## config.mk

```make
export PLATFORM = sky130hd
export DESIGN_NAME = pcie_rx_engine
export DESIGN_NICKNAME = d
export VERILOG_FILES = /design/src/source/pcie_rx_pkg.sv /design/src/source/tlp_hdr_decode.sv /design/src/source/rx_tlp_fsm.sv /design/src/source/pcie_rx_engine.sv
export VERILOG_INCLUDE_DIRS = /design/src /design/src/source
export SDC_FILE = /design/constraint.sdc
export NUM_CORES = 1
export LEC_CHECK = 0
export BUFFER_PORTS_ARGS = -buffer_cell sky130_fd_sc_hd__buf_4
export CORE_MARGIN = 4
export CORE_UTILIZATION = 53
export CTS_CLUSTER_SIZE = 30
export DETAILED_ROUTE_END_ITERATION = 12
export PLACE_DENSITY = 0.85
export SKIP_LAST_GASP = 1
export SLEW_MARGIN = 0
export SYNTH_ARGS = -nofsm -noshare
export SYNTH_HDL_FRONTEND = slang
export SYNTH_SLANG_ARGS = --single-unit
```

## constraint.sdc

```tcl
create_clock -name i_clk -period 12.7 [get_ports i_clk]
set_input_delay 1.27 -clock i_clk [delete_from_list [all_inputs] [get_ports i_clk]]
set_output_delay 1.27 -clock i_clk [all_outputs]
set_load 0.02 [all_outputs]
```

## src/source/pcie_rx_consts.svh

```systemverilog
// PCIe receive engine constants
// Beat and sideband widths, tuser SOF bit positions and the dword
// slots of a 128-bit receive beat

`ifndef PCIE_RX_CONSTS_SVH
`define PCIE_RX_CONSTS_SVH

// Stream beat from the vendor core
`define RX_DATA_W 128
`define RX_USER_W 22

// tuser start-of-frame flags
`define RX_SOF_PRESENT_BIT 14
`define RX_SOF_MID_BIT 13

// TLP header fields
`define TLP_LEN_W 10
`define DW_W 32

// Low bit of each dword slot within a beat
`define RX_DW0_LSB 0
`define RX_DW1_LSB 32
`define RX_DW2_LSB 64
`define RX_DW3_LSB 96

`endif

```

## src/source/pcie_rx_pkg.sv

```systemverilog
// PCIe receive engine types
// Enums for TLP formats, decode results and FSM states, and the packed
// structs that carry beats and requests between blocks

`include "pcie_rx_consts.svh"

package pcie_rx_pkg;

    // fmt/type field of header dword 0, bits 30:24
    typedef enum logic [6:0] {
        FMT_MEM_RD32 = 7'h00,
        FMT_MEM_WR32 = 7'h40
    } tlp_fmt_type_e;

    typedef enum logic [1:0] {
        KIND_NONE,
        KIND_RD32,
        KIND_WR32
    } tlp_kind_e;

    typedef enum logic [1:0] {
        SOF_NONE,
        SOF_RIGHT,
        SOF_MID
    } sof_pos_e;

    typedef enum logic [1:0] {
        ST_IDLE,
        ST_SECOND_BEAT,
        ST_WAIT_DONE
    } rx_state_e;

    typedef struct packed {
        logic [`RX_DATA_W-1:0] tdata;
        logic [`RX_USER_W-1:0] tuser;
    } rx_beat_t;

    // Fields needed to build a completion
    typedef struct packed {
        logic [2:0]            tc;
        logic                  td;
        logic                  ep;
        logic [1:0]            attr;
        logic [`TLP_LEN_W-1:0] len;
        logic [15:0]           rid;
        logic [7:0]            tag;
        logic [7:0]            be;
        logic [`DW_W-1:0]      addr;
    } compl_req_t;

    typedef struct packed {
        logic [`DW_W-1:0] addr;
        logic [7:0]       be;
        logic [`DW_W-1:0] data;
    } wr_req_t;

    // Decoded view of the beat on the bus this cycle
    typedef struct packed {
        sof_pos_e         sof_pos;
        tlp_kind_e        kind;
        compl_req_t       hdr;
        logic [`DW_W-1:0] addr_dw;
        logic [`DW_W-1:0] data_dw;
    } beat_view_t;

endpackage

```

## src/source/tlp_hdr_decode.sv

```systemverilog
// TLP header decoder
// Locates a straddled header in a 128-bit beat, unpacks the request
// fields and classifies the TLP as a supported 32-bit read or write

`include "pcie_rx_consts.svh"

module tlp_hdr_decode
    import pcie_rx_pkg::*;
(
    input  rx_beat_t   rx_beat,
    output beat_view_t view
);

    logic             sof_present;
    logic             sof_mid;
    logic [`DW_W-1:0] dw0;
    logic [`DW_W-1:0] dw1;
    logic [`DW_W-1:0] dw2;
    logic [`DW_W-1:0] dw3;
    logic [`DW_W-1:0] hdr_dw0;
    logic [`DW_W-1:0] hdr_dw1;
    tlp_fmt_type_e    fmt_type;

    assign sof_present = rx_beat.tuser[`RX_SOF_PRESENT_BIT];
    assign sof_mid     = rx_beat.tuser[`RX_SOF_MID_BIT];

    assign dw0 = rx_beat.tdata[`RX_DW0_LSB +: `DW_W];
    assign dw1 = rx_beat.tdata[`RX_DW1_LSB +: `DW_W];
    assign dw2 = rx_beat.tdata[`RX_DW2_LSB +: `DW_W];
    assign dw3 = rx_beat.tdata[`RX_DW3_LSB +: `DW_W];

    // Start position and header dword selection
    always_comb begin
        if (!sof_present) begin
            view.sof_pos = SOF_NONE;
        end else if (sof_mid) begin
            view.sof_pos = SOF_MID;
        end else begin
            view.sof_pos = SOF_RIGHT;
        end

        if (view.sof_pos == SOF_MID) begin
            hdr_dw0 = dw2;
            hdr_dw1 = dw3;
        end else begin
            hdr_dw0 = dw0;
            hdr_dw1 = dw1;
        end

        // Right start carries address and data in the same beat,
        // otherwise they sit at the bottom of a continuation beat
        if (view.sof_pos == SOF_RIGHT) begin
            view.addr_dw = dw2;
            view.data_dw = dw3;
        end else begin
            view.addr_dw = dw0;
            view.data_dw = dw1;
        end
    end

    // Header field unpack
    always_comb begin
        view.hdr.tc   = hdr_dw0[22:20];
        view.hdr.td   = hdr_dw0[15];
        view.hdr.ep   = hdr_dw0[14];
        view.hdr.attr = hdr_dw0[13:12];
        view.hdr.len  = hdr_dw0[`TLP_LEN_W-1:0];
        view.hdr.rid  = hdr_dw1[31:16];
        view.hdr.tag  = hdr_dw1[15:8];
        view.hdr.be   = hdr_dw1[7:0];
        // Address comes from addr_dw
        view.hdr.addr = '0;
    end

    assign fmt_type = tlp_fmt_type_e'(hdr_dw0[30:24]);

    // Only single-dword 32-bit memory requests are supported
    always_comb begin
        view.kind = KIND_NONE;
        if (view.sof_pos != SOF_NONE && view.hdr.len == `TLP_LEN_W'(1)) begin
            case (fmt_type)
                FMT_MEM_RD32: view.kind = KIND_RD32;
                FMT_MEM_WR32: view.kind = KIND_WR32;
                default:      view.kind = KIND_NONE;
            endcase
        end
    end

endmodule

```

## src/source/rx_tlp_fsm.sv

```systemverilog
// Receive TLP state machine
// Owns tready, gathers header and payload over one or two beats,
// issues completion or write requests and waits for them to finish

module rx_tlp_fsm
    import pcie_rx_pkg::*;
(
    input  logic       i_clk,
    input  logic       i_rst_n,
    input  logic       rx_valid,
    input  beat_view_t view,
    output logic       rx_ready,
    output logic       compl_req_valid,
    output compl_req_t compl_req,
    input  logic       compl_done,
    output logic       wr_req_valid,
    output wr_req_t    wr_req,
    input  logic       wr_busy
);

    rx_state_e  state;
    rx_state_e  state_next;
    tlp_kind_e  pend_kind;
    tlp_kind_e  pend_kind_next;
    compl_req_t hdr_q;
    compl_req_t src_hdr;
    logic       accept;
    logic       issue_rd;
    logic       issue_wr;
    logic       load_hdr;
    logic       release_wait;
    logic       ready_next;

    assign accept = rx_valid && rx_ready;

    always_comb begin
        state_next     = state;
        pend_kind_next = pend_kind;
        issue_rd       = 1'b0;
        issue_wr       = 1'b0;
        load_hdr       = 1'b0;
        release_wait   = 1'b0;
        src_hdr        = hdr_q;

        case (state)
            ST_IDLE: begin
                src_hdr = view.hdr;
                if (accept && view.sof_pos == SOF_RIGHT) begin
                    issue_rd = (view.kind == KIND_RD32);
                    issue_wr = (view.kind == KIND_WR32);
                    if (view.kind != KIND_NONE) begin
                        pend_kind_next = view.kind;
                        state_next     = ST_WAIT_DONE;
                    end
                end else if (accept && view.sof_pos == SOF_MID &&
                             view.kind != KIND_NONE) begin
                    // Header now, address and data in the next beat
                    load_hdr       = 1'b1;
                    pend_kind_next = view.kind;
                    state_next     = ST_SECOND_BEAT;
                end
            end

            ST_SECOND_BEAT: begin
                if (accept) begin
                    issue_rd   = (pend_kind == KIND_RD32);
                    issue_wr   = (pend_kind == KIND_WR32);
                    state_next = ST_WAIT_DONE;
                end
            end

            ST_WAIT_DONE: begin
                if (pend_kind == KIND_RD32) begin
                    release_wait = compl_done;
                end else begin
                    release_wait = !wr_busy;
                end
                if (release_wait) begin
                    state_next = ST_IDLE;
                end
            end

            default: state_next = ST_IDLE;
        endcase
    end

    // Back-pressure from the issuing edge until the wait is over
    assign ready_next = (state == ST_WAIT_DONE) ? release_wait : !(issue_rd || issue_wr);

    // Control state, reset asserted while i_rst_n is high
    always_ff @(posedge i_clk) begin
        if (i_rst_n) begin
            state           <= ST_IDLE;
            pend_kind       <= KIND_NONE;
            rx_ready        <= 1'b0;
            compl_req_valid <= 1'b0;
            wr_req_valid    <= 1'b0;
        end else begin
            state           <= state_next;
            pend_kind       <= pend_kind_next;
            rx_ready        <= ready_next;
            compl_req_valid <= issue_rd;
            wr_req_valid    <= issue_wr;
        end
    end

    // Header and request payload
    always_ff @(posedge i_clk) begin
        if (load_hdr) begin
            hdr_q <= view.hdr;
        end
        if (issue_rd) begin
            compl_req      <= src_hdr;
            compl_req.addr <= view.addr_dw;
        end
        if (issue_wr) begin
            wr_req.addr <= view.addr_dw;
            wr_req.be   <= src_hdr.be;
            wr_req.data <= view.data_dw;
        end
    end

endmodule

```

## src/source/pcie_rx_engine.sv

```systemverilog
// PCIe endpoint receive engine
// Turns 32-bit memory read and write TLPs from the vendor core into
// completion requests and single-dword write requests

module pcie_rx_engine
    import pcie_rx_pkg::*;
(
    input  logic       i_clk,
    input  logic       i_rst_n,

    // Receive stream from the PCIe core
    input  logic       rx_valid,
    input  rx_beat_t   rx_beat,
    output logic       rx_ready,

    // Completion requests
    output logic       compl_req_valid,
    output compl_req_t compl_req,
    input  logic       compl_done,

    // Memory writes
    output logic       wr_req_valid,
    output wr_req_t    wr_req,
    input  logic       wr_busy
);

    beat_view_t beat_view;

    // Combinational decode of the current beat
    tlp_hdr_decode u_decode (
        .rx_beat (rx_beat),
        .view    (beat_view)
    );

    rx_tlp_fsm u_fsm (
        .i_clk           (i_clk),
        .i_rst_n         (i_rst_n),
        .rx_valid        (rx_valid),
        .view            (beat_view),
        .rx_ready        (rx_ready),
        .compl_req_valid (compl_req_valid),
        .compl_req       (compl_req),
        .compl_done      (compl_done),
        .wr_req_valid    (wr_req_valid),
        .wr_req          (wr_req),
        .wr_busy         (wr_busy)
    );

endmodule

```

* After elaboration in Yosys (flattened, before gate mapping)
Cells that the tools add are included.
Storage, ports and cells: bits in read-only memories 0, bits in writable memories 0, input bits 155, register bits after elaboration 209, bits in latches 0, memories 0
Cells by class: equal/unequal tests 15, $lt $le $gt $ge 0, add/sub/neg operators 0, divide/modulo/power cells 0, $mul 0, muxes and demuxes 29, reduce and logical (&&, ||, !) cells 15, shift-type cells 0, bitwise operators 0
Operators with widths (count):
- $mux W81 | 1
- $mux W64 | 1
- $mux W32 | 1
- $mux W31 | 1
- $mux W2 | 11
- $eq A10 B1 Y1 const B | 1
- $mux W1 | 10
- $eq A2 B1 Y1 const B | 4
- $eq A2 B2 Y1 const B | 4
- $eq A7 B7 Y1 const B | 1
- $logic_not A7 Y1 | 1
- $pmux W2 S3 | 1
- $reduce_bool A2 Y1 | 3
- $logic_and A1 B1 Y1 | 5
- $ne A2 B1 Y1 const B | 2
- $pmux W1 S2 | 2
- $pmux W2 S2 | 1
- $reduce_and A4 Y1 | 1
- $ne A3 B1 Y1 const B | 1
- $ne A3 B3 Y1 const B | 1
- $reduce_and A3 Y1 | 1
- $logic_not A1 Y1 | 2
- $logic_not A2 Y1 | 1
- $ne A2 B2 Y1 const B | 1
- $logic_or A1 B1 Y1 | 1

* Logic depth before layout (Yosys ltp)
word-level depth 13, gate-level depth with buffers 6

* Hierarchy
Synthesis repeated with hierarchy kept, for this count alone.
Second synthesis, totals: cells, all modules 475, area, all modules 8833.5 um^2
Modules (own cells, without submodules):
- rx_tlp_fsm | times used 1, cells each 296, area each 7046.8 um^2
- tlp_hdr_decode | times used 1, cells each 179, area each 1786.7 um^2

* Least setup slack after synthesis
No wires, ideal clock.
path kind input to register, start point input rx_beat[94] (netlist name), end point register u_fsm.compl_req[0] (netlist name), stages on the path 4, arrival 7.948 ns, slack 4.120 ns, path buffers 0, path through or4_1 nor3_4 o2111ai_2 o21ai_0
Between the ends: longest elaborated chain between the ends 7
RTL lines:
- from (decl) | RTL line pcie_rx_engine.sv:13 | input rx_beat_t rx_beat,
- $mux W31 | RTL line tlp_hdr_decode.sv:42 | if (view.sof_pos == SOF_MID) begin
- $eq A10 B1 Y1 | RTL line tlp_hdr_decode.sv:80 | if (view.sof_pos != SOF_NONE && view.hdr.len == `TLP_LEN_W'(1)) begin
- $logic_and A1 B1 Y1 | RTL line tlp_hdr_decode.sv:80
- $mux W2 | RTL line tlp_hdr_decode.sv:80
- $eq A2 B1 Y1 | RTL line rx_tlp_fsm.sv:49 | issue_rd = (view.kind == KIND_RD32);
- $mux W1 | RTL line rx_tlp_fsm.sv:48 | if (accept && view.sof_pos == SOF_RIGHT) begin
- $pmux W1 S2 | RTL line rx_tlp_fsm.sv:45 | case (state)
- via u_fsm.issue_rd | RTL line rx_tlp_fsm.sv:28 | logic issue_rd;
The timed path passes the listed nets, and every way through them passes these cells. A chain may end at the register's enable or synchronous reset.

* Worst setup path after layout
start point input rx_beat[94] (netlist name), end point register u_fsm.compl_req[17] (netlist name)
Between the ends: longest elaborated chain between the ends 7
RTL lines (RTL line):
- $mux W31 | tlp_hdr_decode.sv:42
- $eq A10 B1 Y1 | tlp_hdr_decode.sv:80
- $logic_and A1 B1 Y1 | tlp_hdr_decode.sv:80
- $mux W2 | tlp_hdr_decode.sv:80
- $eq A2 B1 Y1 | rx_tlp_fsm.sv:49
- $mux W1 | rx_tlp_fsm.sv:48
- $pmux W1 S2 | rx_tlp_fsm.sv:45
- via u_fsm.issue_rd | rx_tlp_fsm.sv:28
The timed path passes the listed nets, and every way through them passes these cells.

==> metrics.cfg <==
[detailed_routing]
dr_wl_met3_mm=2.06
top_layer=met4
vias=5688
initialDrtViolationCount=314
dr.pass1.iters=6
antenna_left=0
wl_per_cell_um=20.2
wirelength_mm=21.5
wl_met1_mm=7.65
drc_errors=0
vias_per_cell=5.36
wl_met2_mm=11.1

[critical_path]
cp.required_ns=12.81
timing.rr.end=u_fsm.compl_req[17]$_DFFE_PP_
cp_max_fo=52
critPathLaunchType=input port
r2r-start=u_fsm.state[1]$_SDFFE_PP0P_
endpoint_kind=flip-flop
path_class=input port to flip-flop
r2r_slack_ns=8.89
cp.arrival_ns=4.25
reg2reg_depth=5

[outcome]
status=finished clean

[place]
dpl_cell_area_um2=11000
io_buffer_count=290
place_ws_ns=8.06
gp_congestion=0.816
post-dp-hpwl_mm=15.0

[global_routing]
antenna_found_initial=0
grt_max_degree=67
overflow=0
grt_pass1_wl_mm=32.0
grt_use_total_pct=22.4
grt_pass1_vias=5827

[logic_synthesis]
postSynthCellCount=532
ys_ff_latch=209
syn-cell-area_um2=8550
avgSynthCellArea_um2=16.1
yosys_warnings=0
ys_seq_area_share_pct=72.6
synth_cell_types=37
synth_fp_nets=687

[timing]
min_period_ns=4.14
rsz0062_at_grt=false
setup_tns_ns=0
fin_ws_ns=8.56
skew_ns=0.0154
max_freq_mhz=242
finalCritPeriodShare_pct=32.6
finalSetupViolations=0
tightest_slew_ns=1.12
timing.final.hold_violations=0
slew_headroom_pct=25.4
slew_violations=0

[floorplan]
core_area_um2=15800
fp.dieW_um=135
die_h_um=135
start_util_pct=54.0
fp.dieArea_um2=18200
rows=46
io_pins=311

[pwr]
total_power_w=0.00156
vdd_ir_drop_max_uv=149
power.density_nw_per_um2=132
p_leak_nw=4.65

[cts]
cts_setup_buffers=0
clk_pin_slew_ns=0.06
cts_hold_buf=0
cts_tree=yes
cts_max_path_buffers=3
cts_sinks=209
cts_htree_levels=1
ctsResizeCount=0
cts-root-buf=clkbuf_16
clk_latency_ns=0.49
cts_buffers=22

[final_layout]
seq_area_um2=6210
fill_cells=986
num_antenna_cells=0
area_growth_pct=37.8
multiInputGateArea_um2=2270
nets=984
drive_above_1_share_pct=55.5
final_util_pct=74.4
fin_area_um2=11800

[hold_path]
min_path_type=flip-flop to flip-flop
min_path_cells=2
worstHoldEndpoint=u_fsm.pend_kind[1]$_SDFFE_PP0P_
min_from=u_fsm.pend_kind[1]$_SDFFE_PP0P_

[run]
drv_cap=0

[worst max path at each step]
stage,depth (start not counted),startpoint,end,slack (ns)
final,6,rx_beat[94],u_fsm.compl_req[17]$_DFFE_PP_,8.56
after CTS,6,rx_beat[94],u_fsm.compl_req[32]$_DFFE_PP_,8.58
after floorplan,4,rx_beat[94],u_fsm.compl_req[0]$_DFFE_PP_,4.12
after global routing,6,rx_beat[94],u_fsm.compl_req[33]$_DFFE_PP_,8.45
after global placement,6,rx_beat[94],u_fsm.compl_req[30]$_DFFE_PP_,8.23
after detailed placement,6,rx_beat[94],u_fsm.compl_req[1]$_DFFE_PP_,8.06
[Yosys cell counts]
cell type / n / share of area (%)
mux2_2: 122 / 16
mux2_4: 1 / 0.18
o2111ai_2: 1 / 0.18
nor4bb_1: 1 / 0.12
o211ai_2: 1 / 0.15
nand3_1: 1 / 0.058
nor3_4: 1 / 0.19
and2_1: 1 / 0.073
dfxtp_1: 7 / 1.6
or2_1: 1 / 0.073
clkbuf_1: 10 / 0.44
o31ai_1: 2 / 0.18
a22o_1: 1 / 0.10
edfxtp_1: 202 / 71
nor2_1: 3 / 0.13
or4_4: 1 / 0.13
nor3_1: 2 / 0.12
or3b_4: 1 / 0.13
nand2_1: 127 / 5.6
o21a_1: 1 / 0.088
buf_6: 1 / 0.13
nor2b_1: 4 / 0.29
nand3b_1: 2 / 0.18
mux2i_1: 1 / 0.12
or4_1: 1 / 0.088
nand4_1: 1 / 0.073
inv_1: 3 / 0.13
o21ai_0: 5 / 0.29
a211oi_4: 1 / 0.23
o2111ai_1: 2 / 0.20
a211oi_1: 3 / 0.26
and3_1: 2 / 0.15
nor4_1: 4 / 0.29
and4b_1: 1 / 0.12
buf_2: 12 / 0.70
a21oi_1: 1 / 0.058
and4_1: 1 / 0.10
[registers in the layout (all words and copies together), names as in the netlist]
| name | cells |
|---|---|
| u_fsm.compl_req | 81 |
| u_fsm.compl_req_valid | 1 |
| u_fsm.hdr_q | 49 |
| u_fsm.pend_kind | 2 |
| u_fsm.rx_ready | 1 |
| u_fsm.state | 2 |
| u_fsm.wr_req | 72 |
| u_fsm.wr_req_valid | 1 |
[stage by stage]
step | hold slack [ns] | std cells
3_5_place_dp | 0.486 | 1021
4_1_cts | 0.498 | 1061
6_report | 0.495 | 1061
3_3_place_gp | 0.469 | 1021
2_1_floorplan | 0.455 | 532
5_1_grt | 0.527 | 1061
[critical path: stages]
cell and delay [ns]:
buf_4 0.12, or4_1 0.60, nor3_4 0.25, o2111ai_2 0.30
o21ai_4 0.94, buf_4 0.72
[layout by cell type (no fill, tap or decap), drive strengths merged, types with 5 or more instances in the layout]
cell type and instances:
bufinv 5, dfxtp 7, inv 5, edfxtp 202
clkinv 8, o21ai 5, mux2 123, clkbuf 24
buf 296, nand2 127
[where the power goes]
group	total, W	internal (W)	switching [W]	leakage, nW
clock	0.000694	0.000434	0.000260	0.393
sequential	0.000761	0.000760	0.000000230	1.87
combinational	0.000103	0.0000594	0.0000431	2.39
total	0.00156	0.00125	0.000303	4.65
[cells by family (layout without fill, tap and decap cells)]
logic type	Yosys count	count (layout)	synth area share, %
AO/OA/AOI/OAI	18	18	1.74
buffers and inverters	26	339	1.41
flip-flops	209	209	72.6
multiplexers	124	124	16.4
AND/OR/NAND/NOR	155	155	7.89
[per-layer routing]
metal  GRT usage, %  up-vias
met3           6.45       56
met2           39.7      305
met4           7.84        0
li1               -     2589
met1           26.2     2738
met5              0        -
[area by class of cell]
cell class | count | share of cell area (%)
Timing Repair Buffer | 296 | 18.9
Clock inverter | 16 | 1.86
Multi-Input combinational cell | 297 | 19.3
Inverter | 3 | 0.0956
Clock buffer | 24 | 4.92
Tap cell | 216 | 2.29
Sequential cell | 209 | 52.7
(Power assumes the default switching activity.)
